**config.mk**
```make
export PLATFORM = sky130hd
export DESIGN_NAME = periph_bus_top
export DESIGN_NICKNAME = d
export VERILOG_FILES = /design/src/logic/periph_pkg.sv /design/src/logic/gpio_ctrl.sv /design/src/logic/periph_bus_top.sv /design/src/logic/periph_decode.sv /design/src/logic/read_return_fsm.sv
export SDC_FILE = /design/constraint.sdc
export NUM_CORES = 1
export LEC_CHECK = 0
export ABC_AREA = 1
export BUFFER_PORTS_ARGS = -buffer_cell sky130_fd_sc_hd__buf_4
export CAP_MARGIN = 20
export CORE_MARGIN = 3
export CORE_UTILIZATION = 50
export CTS_CLUSTER_DIAMETER = 120
export DETAILED_ROUTE_END_ITERATION = 12
export GPL_ROUTABILITY_DRIVEN = 0
export HOLD_SLACK_MARGIN = 0.06
export PLACE_DENSITY = 0.85
export SLEW_MARGIN = 10
export SYNTH_ARGS = -nofsm -noshare
export SYNTH_HDL_FRONTEND = slang
export SYNTH_HIERARCHICAL = 1
export SYNTH_SLANG_ARGS = --single-unit
```
**constraint.sdc**
```tcl
create_clock -name clk -period 1.55 [get_ports clk]
set_input_delay 0.2325 -clock clk [delete_from_list [all_inputs] [get_ports clk]]
set_output_delay 0.2325 -clock clk [all_outputs]
set_load 0.02 [all_outputs]
```
**src/logic/periph_pkg.sv**
```systemverilog
// Bus widths, slot and offset constants, access-size and read-state enums, bus structs
package periph_pkg;

    // Bus and pin widths
    localparam int ADDR_W = 11;
    localparam int DATA_W = 32;
    localparam int PIN_W  = 8;
    localparam int FSEL_W = 5;

    // User slot numbers
    localparam int GPIO_SLOT = 1;
    // UART is gone, but pins 0 and 1 still reset to its slot
    localparam int UART_SLOT = 2;

    // GPIO register offsets within the 64-byte slot
    localparam logic [5:0] GPIO_OUT_OFS = 6'h00;
    localparam logic [5:0] GPIO_IN_OFS  = 6'h04;
    localparam logic [5:0] FSEL_BASE    = 6'h20;

    // Core access size, all ones means no access
    typedef enum logic [1:0] {
        ACC_8    = 2'b00,
        ACC_16   = 2'b01,
        ACC_32   = 2'b10,
        ACC_NONE = 2'b11
    } access_size_e;

    typedef enum logic {
        RD_IDLE,
        RD_HOLD
    } read_state_e;

    // Request from the core as seen by the decoder
    typedef struct packed {
        logic [ADDR_W-1:0] addr;
        logic [DATA_W-1:0] wdata;
        access_size_e      write_size;
        access_size_e      read_size;
    } bus_req_t;

    // Slot-local request into the GPIO block
    typedef struct packed {
        logic [5:0] offset;
        logic [7:0] wdata;
        logic       wr;
    } gpio_req_t;

    typedef struct packed {
        logic [DATA_W-1:0] data;
        logic              ready;
    } read_rsp_t;

endpackage

```
**src/logic/gpio_ctrl.sv**
```systemverilog
// GPIO output register, pin function selects, GPIO read mux and output pin mux
module gpio_ctrl
    import periph_pkg::*;
(
    input  logic              clk,
    input  logic              rst_n,
    input  gpio_req_t         i_req,
    input  logic [PIN_W-1:0]  i_ui_in,
    output logic [DATA_W-1:0] o_rdata,
    output logic [PIN_W-1:0]  o_uo_out
);

    localparam int IDX_W = $clog2(PIN_W);

    logic [PIN_W-1:0]  out_q;
    logic [FSEL_W-1:0] fsel_q [PIN_W];

    logic             out_hit;
    logic             in_hit;
    logic             fsel_hit;
    logic [IDX_W-1:0] fsel_idx;

    // Offset decode
    assign out_hit  = (i_req.offset == GPIO_OUT_OFS);
    assign in_hit   = (i_req.offset == GPIO_IN_OFS);
    // Selects are word aligned from FSEL_BASE, bits 4:2 give the pin
    assign fsel_hit = ((i_req.offset & ~6'h1C) == FSEL_BASE);
    assign fsel_idx = i_req.offset[IDX_W+1:2];

    // Output register
    always_ff @(posedge clk) begin
        if (!rst_n) begin
            out_q <= '0;
        end else if (i_req.wr && out_hit) begin
            out_q <= i_req.wdata[PIN_W-1:0];
        end
    end

    // Pin function selects
    always_ff @(posedge clk) begin
        if (!rst_n) begin
            for (int i = 0; i < PIN_W; i++) begin
                // Pins 0 and 1 default to the old UART function
                if (i < 2) begin
                    fsel_q[i] <= FSEL_W'(UART_SLOT);
                end else begin
                    fsel_q[i] <= FSEL_W'(GPIO_SLOT);
                end
            end
        end else if (i_req.wr && fsel_hit) begin
            fsel_q[fsel_idx] <= i_req.wdata[FSEL_W-1:0];
        end
    end

    // Read mux
    always_comb begin
        o_rdata = '0;
        if (out_hit) begin
            o_rdata[PIN_W-1:0] = out_q;
        end else if (in_hit) begin
            o_rdata[PIN_W-1:0] = i_ui_in;
        end else if (fsel_hit) begin
            o_rdata[FSEL_W-1:0] = fsel_q[fsel_idx];
        end
    end

    // Output pin mux
    always_comb begin
        for (int i = 0; i < PIN_W; i++) begin
            o_uo_out[i] = 1'b0;
            if (fsel_q[i][FSEL_W-1]) begin
                // Simple space function, nothing there
                o_uo_out[i] = 1'b0;
            end else if (fsel_q[i][FSEL_W-2:0] == (FSEL_W-1)'(GPIO_SLOT)) begin
                o_uo_out[i] = out_q[i];
            end
        end
    end

endmodule

```
**src/logic/periph_bus_top.sv**
```systemverilog
// Peripheral bus wrapper top level connecting decode, GPIO and read return
module periph_bus_top
    import periph_pkg::*;
(
    input  logic              clk,
    input  logic              rst_n,

    // Pins
    input  logic [PIN_W-1:0]  i_ui_in,
    output logic [PIN_W-1:0]  o_uo_out,

    // Core side
    input  logic [ADDR_W-1:0] i_addr,
    input  logic [DATA_W-1:0] i_data,
    input  access_size_e      i_data_write_n,
    input  access_size_e      i_data_read_n,
    input  logic              i_data_read_complete,
    output logic [DATA_W-1:0] o_data_out,
    output logic              o_data_ready
);

    bus_req_t          bus_req;
    gpio_req_t         gpio_req;
    read_rsp_t         slot_rsp;
    logic [DATA_W-1:0] gpio_rdata;

    // Core request as one struct
    assign bus_req.addr       = i_addr;
    assign bus_req.wdata      = i_data;
    assign bus_req.write_size = i_data_write_n;
    assign bus_req.read_size  = i_data_read_n;

    periph_decode i_decode (
        .i_req        (bus_req),
        .i_gpio_rdata (gpio_rdata),
        .o_gpio_req   (gpio_req),
        .o_rsp        (slot_rsp)
    );

    gpio_ctrl i_gpio (
        .clk      (clk),
        .rst_n    (rst_n),
        .i_req    (gpio_req),
        .i_ui_in  (i_ui_in),
        .o_rdata  (gpio_rdata),
        .o_uo_out (o_uo_out)
    );

    read_return_fsm i_read_return (
        .clk             (clk),
        .rst_n           (rst_n),
        .i_rsp           (slot_rsp),
        .i_read_size     (bus_req.read_size),
        .i_write_size    (bus_req.write_size),
        .i_read_complete (i_data_read_complete),
        .o_data_out      (o_data_out),
        .o_data_ready    (o_data_ready)
    );

endmodule

```
**src/logic/periph_decode.sv**
```systemverilog
// Address decode with GPIO write gating and per-slot read response multiplexer
module periph_decode
    import periph_pkg::*;
(
    input  bus_req_t          i_req,
    input  logic [DATA_W-1:0] i_gpio_rdata,
    output gpio_req_t         o_gpio_req,
    output read_rsp_t         o_rsp
);

    // Address fields
    logic       simple_space;
    logic [3:0] user_slot;
    logic [5:0] slot_offset;
    logic       gpio_sel;
    logic       write_req;

    // Bit 10 picks the 16-byte simple space, otherwise bits 9:6 pick a 64-byte user slot
    assign simple_space = i_req.addr[10];
    assign user_slot    = i_req.addr[9:6];
    assign slot_offset  = i_req.addr[5:0];

    assign gpio_sel  = !simple_space && (user_slot == 4'(GPIO_SLOT));
    assign write_req = (i_req.write_size != ACC_NONE);

    // GPIO only ever sees writes aimed at its own slot
    always_comb begin
        o_gpio_req.offset = slot_offset;
        o_gpio_req.wdata  = i_req.wdata[7:0];
        o_gpio_req.wr     = gpio_sel && write_req;
    end

    // Read response of the addressed slot
    always_comb begin
        o_rsp.data  = '0;
        o_rsp.ready = 1'b1;

        if (simple_space) begin
            // Simple space is empty
            o_rsp.data = '0;
        end else begin
            case (user_slot)
                4'(GPIO_SLOT): begin
                    o_rsp.data = i_gpio_rdata;
                end
                default: begin
                    // Unpopulated user slot, reads zero but never stalls
                    o_rsp.data = '0;
                end
            endcase
        end
    end

endmodule

```
**src/logic/read_return_fsm.sv**
```systemverilog
// Read return FSM with captured data, registered ready and hold until read completion
module read_return_fsm
    import periph_pkg::*;
(
    input  logic              clk,
    input  logic              rst_n,
    input  read_rsp_t         i_rsp,
    input  access_size_e      i_read_size,
    input  access_size_e      i_write_size,
    input  logic              i_read_complete,
    output logic [DATA_W-1:0] o_data_out,
    output logic              o_data_ready
);

    read_state_e       state_q;
    logic [DATA_W-1:0] data_q;
    logic              ready_q;

    logic read_req;
    logic write_req;
    logic capture;

    assign read_req  = (i_read_size != ACC_NONE);
    assign write_req = (i_write_size != ACC_NONE);

    // Only the first ready cycle of a read loads the data
    assign capture = (state_q == RD_IDLE) && read_req && i_rsp.ready;

    always_ff @(posedge clk) begin
        if (!rst_n) begin
            state_q <= RD_IDLE;
            ready_q <= 1'b0;
        end else begin
            // Ready lags the response by one cycle to line up with data_q
            ready_q <= read_req && i_rsp.ready;

            case (state_q)
                RD_IDLE: if (capture) state_q <= RD_HOLD;
                RD_HOLD: if (i_read_complete) state_q <= RD_IDLE;
                default: state_q <= RD_IDLE;
            endcase
        end
    end

    always_ff @(posedge clk) begin
        if (capture) begin
            data_q <= i_rsp.data;
        end
    end

    assign o_data_out = data_q;
    // Writes complete in the cycle they are presented
    assign o_data_ready = ready_q || write_req;

endmodule

```
# Yosys cells after proc, flatten, opt, wreduce, memory -nomap -nowiden
# Memory sizes are Yosys's and may differ from the RTL's.
# Index checks and enable logic that the tools add are counted.
[word_totals] ff_bits=42 ramBits=40 inputBits=58 out_inout_bits=41 elab_cells=61 mem_count=1
[memory_table] name="i_gpio.fsel_q" words=8 word_bits=5 rd=9 rd_clocked_by_memory_dff=0 write_ports=8 line="gpio_ctrl.sv:16" rtl="logic [FSEL_W-1:0] fsel_q [PIN_W];"
[op_classes] eq_ne=13 muxes=30 n_bitwise=2 n_reduce_logical=10
[ops] operator="$eq 4x1->1 const B" count=9
[ops] operator="$mux 1" count=23
[ops] operator="$mux 5" count=3
[ops] operator="$mux 8" count=1
[ops] operator="$eq 6x3->1 const B" count=1
[ops] operator="$logic_not 6->1" count=1
[ops] operator="$mux 3" count=2
[ops] operator="$logic_and 1x1->1" count=5
[ops] operator="$reduce_or 5->1" count=1
[ops] operator="$ne 2x2->1 const B" count=2
[ops] operator="$eq 3x3->1 const B" count=1
[ops] operator="$not 1->1" count=2
[ops] operator="$pmux 1 s2" count=1
[ops] operator="$reduce_or 2->1" count=1
[ops] operator="$logic_not 1->1" count=1
[ops] operator="$logic_or 1x1->1" count=1

# Depth between registers and ports, before layout
[logic_depth] word_depth=9 ltp_mapped=11 depth_no_buf=9

# By module
# The synthesis kept the hierarchy.
[modules_own_cells] mod="gpio_ctrl" n_inst=1 cells_each=338 area_each_um2=2852.7
[modules_own_cells] mod="read_return_fsm" n_inst=1 cells_each=45 area_each_um2=1059.8
[modules_own_cells] mod="periph_decode" n_inst=1 cells_each=89 area_each_um2=509.2

# Worst setup path after synthesis
# OpenSTA, ideal clock, no wires.
[synth_path] path_type="input port to flip-flop" from="in i_addr[8]" to="mem i_gpio.fsel_q[0][0] (enable)" arrival_time_ps=1307 t_required_ps=1237 setup_slack_ps=-70 stages=7 path_cell_list="nor2_1 nand3_2 nor2_1 nand3_4 nor2_8 nand2_4 nand2_1"
[synth_lines] element="start, declared" line="periph_bus_top.sv:13" rtl="input logic [ADDR_W-1:0] i_addr,"
[synth_lines] element="end, declared" line="gpio_ctrl.sv:16"

==> impl_metrics.ini <==
[worst_hold_path]
hold_path_class = in -> reg
hold_path_end = i_gpio/out_q[7]
hold_path_depth = 3
min-delay-start = i_data[7]

[finish]
instances_no_fill = 659
area_growth_pct = 18.4
drive_gt1_share_pct = 32.7
final_common_cell = buf_4
fillers = 649
layout_common_cells = buf_4 (91), nand2_1 (77), edfxtp_1 (72)
multi_input_area_sq_um = 1500
regArea_sq_um = 2360
diodes = 0
final_nets = 607
final_util_pct = 62.5

[clock_network]
clock_path_buffers = 2
numClockSinks = 82
cts_root_buf = clkbuf_8
insertion_delay_ns = 0.36
numCtsBuffers = 9
cts_tree = built
htree_levels = 3
hold_buffers = 0
path_clk_slew_ns = 0.08

[power_and_ir_drop]
p_per_area_nw_per_um2 = 919
clkPwrFrac_pct = 35.1
internal_power_mw = 3.67
vdd_drop_max_v = 0.000577
leakagePower_nw = 2.34
pwr-share-seq_pct = 53.1
switchingPower_mw = 1.14
switching_share_pct = 23.8
pwr-share-comb_pct = 11.9

[sta]
period_minus_slack_ns = 1.51
worst_slack_ns = 0.0390
max_freq_mhz = 662
maxSlewHeadroom_pct = 65.9
hold_viol_final = 0
setup-violations-final = 0
final_max_slew_viol_count = 0
hold_slack_ns = 0.103
fin_setup_tns_ns = 0
grt_setup_unrepaired = yes
skew_ns = 0.00708
worst_slew_pin_slew_ns = 0.512
finalCritPeriodShare_pct = 97.5

[routing]
drt_first_pass_iters = 5
wirelength_um = 9150
drtIter0Drc = 217
vias = 3244
vias_per_cell = 4.92
drcViolationCount = 0
wl_per_cell_um = 13.9
ant_nets = 0

[grt]
met2_usage_pct = 32.9
grt_pass1_wl_um = 14300
grt_max_degree = 33
antenna_found_initial = 0
grt-busiest-layer = met2
use_met3_pct = 4.31
grtUsageMet1_pct = 21.0
gr-total-overflow = 0
grtUsageTotal_pct = 18.6
grt_pass1_vias = 3141

[yosys]
synth_area_sq_um = 4420
yosysUniqueCellTypes = 27
yosys_warnings = 6
syn_inst = 472
netlist_top_cells_area = edfxtp_1 (49%), buf_4 (7.1%), nand2_1 (6.5%)
synth_area_per_cell_sq_um = 9.37
yosysSeqAreaShare_pct = 53.4
synth_top_area_share_pct = 48.9
ys_seq_elements = 82
synth_top_area_cell = edfxtp_1

[critical_path]
crit-reg2reg-capture = i_read_return/o_data_out[2]
critPathMaxStageDelay_ns = 0.41
reg2reg_slack_ns = 0.16
critPathKind = reg -> out
cp_cell_sequence = nor2_2, nand4_1, nor2_2, buf_4
cpMostUsedCell = nor2_2
worst-endpoint-required_ns = 1.32
r2r-start = i_gpio/fsel_q[0][2]
start_kind = flip-flop
r2r_cells = 9
cpMaxStageDelayCell = edfxtp_1
arrival_ns = 1.28
cp_max_fo = 2
endpoint_kind = output pin

[floorplanning]
rows = 33
start_util_pct = 52.8
die_h_um = 100
die_area_sq_um = 10000
num_io_pins = 99
die_w_um = 100
core_sq_um = 8380

[placement]
io_buffers = 74
pre_cts_slack_ns = -0.190
dp.cells = 641
hpwl_um = 6900

[run]
cap_violations = 0

[outcome]
run_status = finished, final reports clean
## repair_timing
item                       in CTS  in global routing
setup buffers                   0                  2
resized for setup               2                  6
setup endpoints to repair       2                  5
pin swaps                       0                  2
## power groups by stage
stage,Sequential (mW),Clock (mW),Combinational [mW]
CTS,2.55,1.73,0.562
floorplan,2.66,0,0.329
global route,2.57,1.80,0.619
finish,2.55,1.69,0.571
global placement,2.60,0,0.545
detailed placement,2.60,0,0.560
## state kept, by name, indices dropped and copies added (netlist names)
signal and cells:
i_gpio/fsel_q 40, i_gpio/out_q 8, i_read_return/o_data_out 32, i_read_return/ready_q 1
i_read_return/state_q 1
## per-stage QoR
step	power, mW	area [sq um]
3_3_place_gp	3.14	4980
4_1_cts	4.84	5210
6_report	4.81	5240
2_1_floorplan	2.99	4520
5_1_grt	4.99	5240
3_5_place_dp	3.16	4980
## final cells by class
type,count,area share [%]
flip-flops and latches,82,45.1
multi-input cells,285,28.7
repair buffers,93,13.8
inverters,78,5.69
clock buffers,11,2.70
well taps,105,2.51
clock inverters,5,1.51
## cells in the mapped netlist, drive strengths merged
master  count
nor3        5
clkbuf      1
nand3b      1
dfxtp      10
nor2      101
a22o        2
conb        2
nand3      43
edfxtp     72
nand4       8
inv        77
o21ai      12
nand2      87
a21oi       1
buf        49
clkinv      1
## critical path, delay by kind of cell, from the launching register on
family        cells  cell delay (ns)
flops             1             0.41
simple gates      3             0.37
buf+inv           1             0.15
## metal layers
metal  share of wire, %  vias up
met3                9.1       29
met5                  0        -
met4                3.3        0
met2                 51      137
li1                   -     1578
met1                 37     1500
## logic make-up after synthesis
group                  after synthesis  synth area share [%]
and+or+nand+nor                    245                  29.1
buffers and inverters              128                  15.3
DFF                                 82                  53.4
AOI/OAI and AO/OA                   15                  1.95
other                                2                 0.170
## how the worst max path moves through the flow
stage | from | end | slack (ns) | depth (start not counted)
3_3_place_gp | i_addr[8] | i_gpio/fsel_q[5][4] | -0.11 | 8
6_report | i_gpio/fsel_q[0][2] | o_uo_out[0] | 0.04 | 4
5_1_grt | i_gpio/fsel_q[0][2] | o_uo_out[0] | -0.02 | 4
2_1_floorplan | i_addr[8] | i_gpio/fsel_q[0][0] | 0.02 | 7
4_1_cts | i_gpio/fsel_q[0][3] | o_uo_out[0] | 0.03 | 4
3_5_place_dp | i_addr[8] | i_gpio/fsel_q[3][0] | -0.19 | 8
(Power assumes the default switching activity.)
